[src/verilog/mem_msg_pkg.sv]
// ==============================
// memory message package
// request and response formats, memory geometry, latency
// ==============================

`default_nettype none

package mem_msg_pkg;

	// ==============================
	// field types
	// ==============================

	// message type, encoded as in the vc mem messages
	typedef enum logic {
		MEM_READ  = 1'b0,
		MEM_WRITE = 1'b1
	} mem_type_t;

	// tag the processor uses to match a response to its request
	typedef logic [7:0] opaque_t;

	// full byte address, only the low word index bits reach the array
	typedef logic [31:0] addr_t;

	// one memory word
	typedef logic [31:0] data_t;

	// ==============================
	// geometry and timing
	// ==============================

	localparam int MEM_WORDS      = 16;
	localparam int MEM_ADDR_NBITS = 4;

	// cycles the latency timer runs per access
	localparam int MEM_LAT_CYCLES = 3;
	// width of the timer count, holds 0 up to MEM_LAT_CYCLES
	localparam int MEM_LAT_NBITS  = $clog2(MEM_LAT_CYCLES + 1);

	// ==============================
	// messages
	// ==============================

	// request, 1 + 8 + 32 + 32 = 73 bits
	typedef struct packed {
		mem_type_t mtype;
		opaque_t   opaque;
		addr_t     addr;
		data_t     data;
	} mem_req_t;

	// response, 1 + 8 + 32 = 41 bits
	typedef struct packed {
		mem_type_t mtype;
		opaque_t   opaque;
		data_t     data;
	} mem_resp_t;

endpackage

`default_nettype wire

[src/verilog/sec_pkg.sv]
// ==============================
// security level definitions
// one bit level shared by processor and memory tags
// ==============================

`default_nettype none

package sec_pkg;

	// level of a requester or of a stored word
	// a higher value means more privileged
	typedef logic sec_level_t;

	// ordinary accesses
	localparam sec_level_t SEC_NORMAL = 1'b0;

	// secure accesses, may read everything
	localparam sec_level_t SEC_SECURE = 1'b1;

endpackage

`default_nettype wire
[src/verilog/mcore_mem_acc_top.sv]
// ==============================
// core memory access path
// controller, latency timer, tagged memory, response filter
// ==============================

`default_nettype none

module mcore_mem_acc_top (
	input  logic                   clk,
	input  logic                   rst_n,

	// request from the processor
	input  logic                   req_val,
	output logic                   req_rdy,
	input  mem_msg_pkg::mem_req_t  req_msg,
	input  sec_pkg::sec_level_t    proc_sec_level,

	// response to the processor
	output logic                   resp_val,
	input  logic                   resp_rdy,
	output mem_msg_pkg::mem_resp_t resp_msg,
	output logic                   resp_fail
);

	import sec_pkg::*;
	import mem_msg_pkg::*;

	// ==============================
	// internal nets
	// ==============================

	// controller to timer and back
	logic       timer_start;
	logic       timer_done;

	// controller to memory
	logic       mem_en;
	logic       mem_we;
	addr_t      mem_addr;
	data_t      mem_wdata;
	sec_level_t mem_wtag;
	data_t      rd_data;
	sec_level_t rd_tag;

	// controller to filter
	logic       raw_val;
	logic       raw_rdy;
	mem_resp_t  raw_msg;
	sec_level_t raw_tag;
	sec_level_t held_level;

	// ==============================
	// blocks
	// ==============================

	mem_req_ctrl i_ctrl (
		.clk            (clk),
		.rst_n          (rst_n),
		.req_val        (req_val),
		.req_rdy        (req_rdy),
		.req_msg        (req_msg),
		.proc_sec_level (proc_sec_level),
		.timer_start    (timer_start),
		.timer_done     (timer_done),
		.mem_en         (mem_en),
		.mem_we         (mem_we),
		.mem_addr       (mem_addr),
		.mem_wdata      (mem_wdata),
		.mem_wtag       (mem_wtag),
		.rd_data        (rd_data),
		.rd_tag         (rd_tag),
		.raw_val        (raw_val),
		.resp_rdy       (raw_rdy),
		.raw_msg        (raw_msg),
		.raw_tag        (raw_tag),
		.held_level     (held_level)
	);

	mem_latency_timer i_timer (
		.clk   (clk),
		.rst_n (rst_n),
		.start (timer_start),
		.done  (timer_done)
	);

	tagged_mem i_mem (
		.clk     (clk),
		.rst_n   (rst_n),
		.en      (mem_en),
		.we      (mem_we),
		.addr    (mem_addr),
		.wdata   (mem_wdata),
		.wtag    (mem_wtag),
		.rd_data (rd_data),
		.rd_tag  (rd_tag)
	);

	// compares the word tag with the level latched at acceptance
	proc_resp_acc i_acc (
		.resp_sec_level (raw_tag),
		.proc_sec_level (held_level),
		.net_resp_val   (raw_val),
		.net_resp_rdy   (raw_rdy),
		.net_resp_msg   (raw_msg),
		.proc_resp_val  (resp_val),
		.proc_resp_rdy  (resp_rdy),
		.proc_resp_msg  (resp_msg),
		.proc_resp_fail (resp_fail)
	);

endmodule

`default_nettype wire

[src/verilog/mem_req_ctrl.sv]
// ==============================
// memory request controller
// serial FSM, one request in flight from accept to response
// ==============================

`default_nettype none

module mem_req_ctrl (
	input  logic                   clk,
	input  logic                   rst_n,

	// processor request side
	input  logic                   req_val,
	output logic                   req_rdy,
	input  mem_msg_pkg::mem_req_t  req_msg,
	input  sec_pkg::sec_level_t    proc_sec_level,

	// latency timer
	output logic                   timer_start,
	input  logic                   timer_done,

	// tagged memory
	output logic                   mem_en,
	output logic                   mem_we,
	output mem_msg_pkg::addr_t     mem_addr,
	output mem_msg_pkg::data_t     mem_wdata,
	output sec_pkg::sec_level_t    mem_wtag,
	input  mem_msg_pkg::data_t     rd_data,
	input  sec_pkg::sec_level_t    rd_tag,

	// raw response towards the access filter
	output logic                   raw_val,
	input  logic                   resp_rdy,
	output mem_msg_pkg::mem_resp_t raw_msg,
	output sec_pkg::sec_level_t    raw_tag,
	output sec_pkg::sec_level_t    held_level
);

	import sec_pkg::*;
	import mem_msg_pkg::*;

	typedef enum logic [1:0] {
		IDLE,
		WAIT,
		ACCESS,
		RESP
	} state_t;

	state_t     state;
	state_t     state_nxt;
	mem_req_t   req_q;
	sec_level_t level_q;
	logic       accept;
	logic       is_read;

	// handshake on the request side
	assign accept  = req_val && req_rdy;
	assign is_read = (req_q.mtype == MEM_READ);

	// ==============================
	// state machine
	// ==============================

	always_comb begin
		state_nxt = state;
		case (state)
			IDLE:    if (req_val) state_nxt = WAIT;
			WAIT:    if (timer_done) state_nxt = ACCESS;
			// memory output is valid in this state
			ACCESS:  state_nxt = RESP;
			// leave as soon as the response is taken
			RESP:    if (resp_rdy) state_nxt = IDLE;
			default: state_nxt = IDLE;
		endcase
	end

	always_ff @(posedge clk) begin
		if (!rst_n) begin
			state       <= IDLE;
			timer_start <= 1'b0;
		end else begin
			state       <= state_nxt;
			// one cycle pulse right after acceptance
			timer_start <= accept;
		end
	end

	// ==============================
	// request and response registers
	// ==============================

	always_ff @(posedge clk) begin
		// requester level is sampled together with the request
		if (accept) begin
			req_q   <= req_msg;
			level_q <= proc_sec_level;
		end
		// build the raw response from the memory output
		if (state == ACCESS) begin
			raw_msg.mtype  <= req_q.mtype;
			raw_msg.opaque <= req_q.opaque;
			raw_msg.data   <= is_read ? rd_data : '0;
			// writes report a normal tag so they never fail
			raw_tag        <= is_read ? rd_tag : SEC_NORMAL;
		end
	end

	// ==============================
	// outputs
	// ==============================

	assign req_rdy    = (state == IDLE);
	assign raw_val    = (state == RESP);
	assign held_level = level_q;

	// access fires on the cycle the timer expires
	assign mem_en    = (state == WAIT) && timer_done;
	assign mem_we    = !is_read;
	assign mem_addr  = req_q.addr;
	assign mem_wdata = req_q.data;
	// written word takes the level of its writer
	assign mem_wtag  = level_q;

	// access ends the wait, one full timer run after the start pulse
	a_mem_en_leaves_wait: assert property (@(posedge clk) disable iff (!rst_n)
		mem_en |-> $past(timer_start, MEM_LAT_CYCLES));

	// a stalled response must not change under the consumer
	a_raw_stable: assert property (@(posedge clk) disable iff (!rst_n)
		(raw_val && !resp_rdy) |=> (raw_val && $stable(raw_msg) && $stable(raw_tag)));

endmodule

`default_nettype wire

[src/verilog/proc_resp_acc.sv]
// ==============================
// response access filter
// scrubs read data tagged above the requester level
// ==============================

`default_nettype none

module proc_resp_acc (
	// levels of the stored word and of the requester
	input  sec_pkg::sec_level_t    resp_sec_level,
	input  sec_pkg::sec_level_t    proc_sec_level,

	// raw response from the controller
	input  logic                   net_resp_val,
	output logic                   net_resp_rdy,
	input  mem_msg_pkg::mem_resp_t net_resp_msg,

	// filtered response to the processor
	output logic                   proc_resp_val,
	input  logic                   proc_resp_rdy,
	output mem_msg_pkg::mem_resp_t proc_resp_msg,
	output logic                   proc_resp_fail
);

	// word is more privileged than whoever asked for it
	logic blocked;

	assign blocked = (resp_sec_level > proc_sec_level);

	always_comb begin
		// handshake goes straight through
		proc_resp_val = net_resp_val;
		net_resp_rdy  = proc_resp_rdy;
		proc_resp_msg = net_resp_msg;
		// data is scrubbed even when no response is offered
		if (blocked) begin
			proc_resp_msg.data = '0;
		end
		// fail only qualifies a valid response
		proc_resp_fail = blocked && net_resp_val;
	end

endmodule

`default_nettype wire

[src/verilog/tagged_mem.sv]
// ==============================
// tagged memory
// word array with one security tag per word
// ==============================

`default_nettype none

module tagged_mem (
	input  logic                clk,
	input  logic                rst_n,
	input  logic                en,
	input  logic                we,
	input  mem_msg_pkg::addr_t  addr,
	input  mem_msg_pkg::data_t  wdata,
	input  sec_pkg::sec_level_t wtag,
	output mem_msg_pkg::data_t  rd_data,
	output sec_pkg::sec_level_t rd_tag
);

	import sec_pkg::*;
	import mem_msg_pkg::*;

	// storage, data and tags indexed alike
	data_t      words [MEM_WORDS];
	sec_level_t tags  [MEM_WORDS];

	// word index, upper address bits are ignored
	logic [MEM_ADDR_NBITS-1:0] idx;

	assign idx = addr[MEM_ADDR_NBITS-1:0];

	// ==============================
	// write port
	// ==============================

	always_ff @(posedge clk) begin
		if (!rst_n) begin
			// every word starts as normal zero
			for (int i = 0; i < MEM_WORDS; i++) begin
				words[i] <= '0;
				tags[i]  <= SEC_NORMAL;
			end
		end else if (en && we) begin
			words[idx] <= wdata;
			// retag, no write protection
			tags[idx]  <= wtag;
		end
	end

	// ==============================
	// read port
	// ==============================

	// one cycle latency, output holds until the next read
	always_ff @(posedge clk) begin
		if (en && !we) begin
			rd_data <= words[idx];
			rd_tag  <= tags[idx];
		end
	end

endmodule

`default_nettype wire

[src/verilog/mem_latency_timer.sv]
// ==============================
// memory latency timer
// fixed length down-counter, pulses done at its end
// ==============================

`default_nettype none

module mem_latency_timer (
	input  logic clk,
	input  logic rst_n,
	input  logic start,
	output logic done
);

	import mem_msg_pkg::*;

	// zero means idle
	logic [MEM_LAT_NBITS-1:0] count;

	always_ff @(posedge clk) begin
		if (!rst_n) begin
			count <= '0;
		end else if (start) begin
			count <= MEM_LAT_NBITS'(MEM_LAT_CYCLES);
		end else if (count != '0) begin
			count <= count - 1'b1;
		end
	end

	// last counting cycle, count drops to zero right after
	assign done = (count == MEM_LAT_NBITS'(1));

	// controller keeps a single access in flight
	a_no_restart: assert property (@(posedge clk) disable iff (!rst_n)
		start |-> (count == '0));

endmodule

`default_nettype wire

[config.mk]
export PLATFORM = sky130hd
export DESIGN_NAME = mcore_mem_acc_top
export DESIGN_NICKNAME = d
export VERILOG_FILES = /design/src/verilog/mem_msg_pkg.sv /design/src/verilog/sec_pkg.sv /design/src/verilog/mcore_mem_acc_top.sv /design/src/verilog/mem_req_ctrl.sv /design/src/verilog/proc_resp_acc.sv /design/src/verilog/tagged_mem.sv /design/src/verilog/mem_latency_timer.sv
export SDC_FILE = /design/constraint.sdc
export NUM_CORES = 1
export LEC_CHECK = 0
export ABC_CLOCK_PERIOD_IN_PS = 2800
export BUFFER_PORTS_ARGS = -buffer_cell sky130_fd_sc_hd__buf_2
export CAP_MARGIN = 25
export CORE_ASPECT_RATIO = 1.4
export CORE_MARGIN = 1
export CORE_UTILIZATION = 50
export DETAILED_ROUTE_END_ITERATION = 16
export PLACE_DENSITY = 0.67
export SLEW_MARGIN = 20
export SYNTH_ARGS = -nofsm -noshare
export SYNTH_HDL_FRONTEND = slang
export SYNTH_SLANG_ARGS = --single-unit
[constraint.sdc]
create_clock -name clk -period 2.8 [get_ports clk]
set_input_delay 0.14 -clock clk [delete_from_list [all_inputs] [get_ports clk]]
set_output_delay 0.14 -clock clk [all_outputs]
set_load 0.02 [all_outputs]
==> flow_metrics.env <==
export IMPL_grt_max_degree=67
export IMPL_drv_cap=0
export IMPL_cp_cell_sequence="clkinv_1, buf_4, nand2_1, buf_4, and2_1, buf_2"
export IMPL_setup_viol=0
export IMPL_clock_path_buffers=3
export IMPL_holdCritPathClass="input pin to register"
export IMPL_die_w_um=200
export IMPL_postRouteAntennaNets=0
export IMPL_syn_to_final_growth_pct=14.9
export IMPL_pwr_share_clk=0.328
export IMPL_syn_area_per_cell_sq_um=14.9
export IMPL_core_area_sq_mm=0.0542
export IMPL_clock_sinks=654
export IMPL_finalHoldViolCount=0
export IMPL_pre_cts_slack_ns=0.496
export IMPL_finish_net_count=2065
export IMPL_comb_power_share=0.173
export IMPL_ys_seq_area_frac=0.710
export IMPL_switching_power_mw=6.41
export IMPL_synth_warnings=0
export IMPL_synth_edff_count=633
export IMPL_wl_per_cell_um=23.4
export IMPL_synthCells=1842
export IMPL_viasPerCell=5.78
export IMPL_io_pins=122
export IMPL_fmax_ghz=0.418
export IMPL_layout_drive_gt1_share=0.191
export IMPL_finalCoreUtilization=0.580
export IMPL_rsz0062_at_grt="false"
export IMPL_cp_common_cell="buf_4"
export IMPL_startpoint_type="register"
export IMPL_max_stage_delay_ns=0.37
export IMPL_die_area_sq_mm=0.0557
export IMPL_slew_headroom=0.506
export IMPL_wl_um=64300
export IMPL_grt_pass1_wl_um=95700
export IMPL_io_buffers=93
export IMPL_synth_nets=1927
export IMPL_p_int_mw=17.4
export IMPL_power_total_mw=23.8
export IMPL_path_buf_inv=4
export IMPL_dpl_hpwl_um=37900
export IMPL_yosysTopAreaCellShare=0.694
export IMPL_drt_iter0_drc=1398
export IMPL_grt_antenna_before_repair=3
export IMPL_ir_drop_v=0.000549
export IMPL_fin_crit_sh=0.854
export IMPL_p_leak_nw=10.9
export IMPL_max_slew_worst_pin_slew_ns=0.741
export IMPL_initial_utilization=0.505
export IMPL_grt_use_total=0.236
export IMPL_power_frac_seq=0.499
export IMPL_synthDistinctLibCells=30
export IMPL_async_flop_share=0
export IMPL_worstPathArrival_ns=2.25
export IMPL_vias=15914
export IMPL_synth_seq_cells=654
export IMPL_drt_pass1_iter_count=5
export IMPL_syn_cell_area_sq_mm=0.0274
export IMPL_crit_fanout=22
export IMPL_final_max_slew_viol_count=0
export IMPL_ys_flop_type="edfxtp_1"
export IMPL_cts_setup_buffers=0
export IMPL_cts_tree="yes"
export IMPL_grt_pass1_vias=16180
export IMPL_tns_ns=0
export IMPL_crit_family="buffers and inverters"
export IMPL_fin_skew_ns=0.0123
export IMPL_cts_resized_gates=0
export IMPL_die_h_um=279
export IMPL_crit_type="register to primary output"
export IMPL_endpoint_kind="primary output"
export IMPL_grt_overflow=0
export IMPL_holdBufCountCts=48
export IMPL_cp_data_required_time_ns=2.66
export IMPL_switching_share=0.269
export IMPL_yosysTopAreaCell="edfxtp_1"
export IMPL_powerDensity_mw_per_mm2=758
export IMPL_clk_latency_ns=0.61
export IMPL_root_buffer="clkbuf_16"
export IMPL_htreeDepth=2
export IMPL_status="complete, no violations"
export IMPL_gp_congestion=0.779
export IMPL_route_detailed_drc=0
export IMPL_numCtsBuffers=59
export IMPL_clkTransAtPathRegs_ns=0.06
export IMPL_placementRows=101
export IMPL_period_needed_ns=2.39
export IMPL_finalWorstSetupSlack_ns=0.408
export IMPL_cp_slowest_cell="edfxtp_1"
export IMPL_netlist_top_cells_area="edfxtp_1, mux4_2, nor2_1"
## cells in the mapped netlist (21+ instances only)
cell / count
a22oi_1: 66
and2_1: 34
buf_2: 71
buf_4: 21
clkbuf_1: 37
dfxtp_1: 21
edfxtp_1: 633
mux4_1: 24
mux4_2: 108
nand2_1: 195
nor2_1: 516
nor2b_1: 38
## logic make-up (layout without fill, tap and decap cells)
| group | after synthesis | count (layout) | share of synthesized area |
|---|---|---|---|
| DFF | 654 | 654 | 0.710 |
| AOI/OAI and AO/OA | 72 | 72 | 0.0196 |
| and+or+nand+nor | 810 | 810 | 0.120 |
| adders and majority gates | 7 | 7 | 0.00320 |
| muxes | 149 | 149 | 0.118 |
| xor gates and xnor gates | 1 | 1 | 0.000320 |
| buffers and inverters | 149 | 336 | 0.0289 |
| other | 0 | 1 | 0 |
## power by group through the flow
stage               clock network (mW)  registers, mW  logic, mW
floorplan                            0           11.9       2.77
global placement                     0           12.1       4.06
detailed placement                   0           12.1       4.12
CTS                               7.95           11.9       4.18
global route                      8.28           11.9       4.45
finish                            7.81           11.9       4.13
## metrics by stage
step           instances  cell area, sq um  hold slack [ns]
5_1_grt             2750             31400           0.0950
3_5_place_dp        2592             29100            0.318
2_1_floorplan       1842             27400            0.239
3_3_place_gp        2592             29100            0.316
6_report            2751             31400            0.109
4_1_cts             2750             31400           0.0701
## worst reg2reg max path, delay by kind of cell, from the launching register on
kind / cells / cell delay (ns)
adders and majority gates: 1 / 0.20
buffers and inverters: 3 / 0.79
DFF: 1 / 0.34
and+or+nand+nor: 3 / 0.86
## worst paths after layout
path | slack (ns) | endpoint | depth (start not counted) | from
worst max register to register | 0.45 | i_mem.words[10][5] | 7 | i_ctrl.state[1]
worst min register to register | 0.42 | i_ctrl.raw_msg[37] | 0 | i_ctrl.req_q[69]
worst min-delay path | 0.11 | i_timer.count[1] | 3 | rst_n
worst max-delay path | 0.41 | resp_msg[27] | 6 | i_ctrl.held_level
## cells in the final DEF, fill, tap and decap left out, types with 3 or more instances in the layout
cell type / count
edfxtp_1: 633
nor2_1: 514
nand2_1: 183
mux4_2: 108
buf_2: 93
a22oi_1: 66
clkbuf_16: 61
dlygate4sd3_1: 48
buf_4: 42
nor2b_1: 36
buf_12: 35
and2_1: 32
mux4_1: 24
dfxtp_1: 21
nand4_1: 17
mux2i_1: 17
clkinv_2: 17
clkbuf_1: 15
clkinv_1: 12
nand2_2: 12
ha_1: 6
inv_1: 5
nand3_4: 4
bufinv_16: 4
nand2b_1: 3
## sequential cells by signal (all words and copies together) (netlist names)
| signal | flops |
|---|---|
| i_ctrl.raw_msg | 41 |
| i_ctrl.raw_tag | 1 |
| i_timer.count | 2 |
| i_mem.rd_data | 32 |
| i_mem.tags | 16 |
| i_ctrl.state | 2 |
| i_mem.rd_tag | 1 |
| i_ctrl.mem_we | 1 |
| i_ctrl.req_q | 8 |
| i_ctrl.held_level | 1 |
| i_ctrl.mem_addr | 4 |
| i_ctrl.mem_wdata | 32 |
| i_mem.words | 512 |
| i_ctrl.timer_start | 1 |
## layout make-up
cell class	instances	area, sq um
fill	4138	22800
clock buffer	76	1580
inverter	8	30.0
antenna	1	2.50
clock inverter	34	264
multi-input combinational	1039	7270
timing repair buffer	218	1960
tap	721	902
sequential	654	19400
## routing by layer
layer / GRT usage / vias up / routed length [um]
met5: 0 / - / 0
met4: 0.0957 / 0 / 2420
met3: 0.0362 / 147 / 5000
met2: 0.403 / 765 / 32500
met1: 0.302 / 7973 / 24300
li1: - / 7029 / -
No activity file was read; power rests on OpenSTA's default activity.
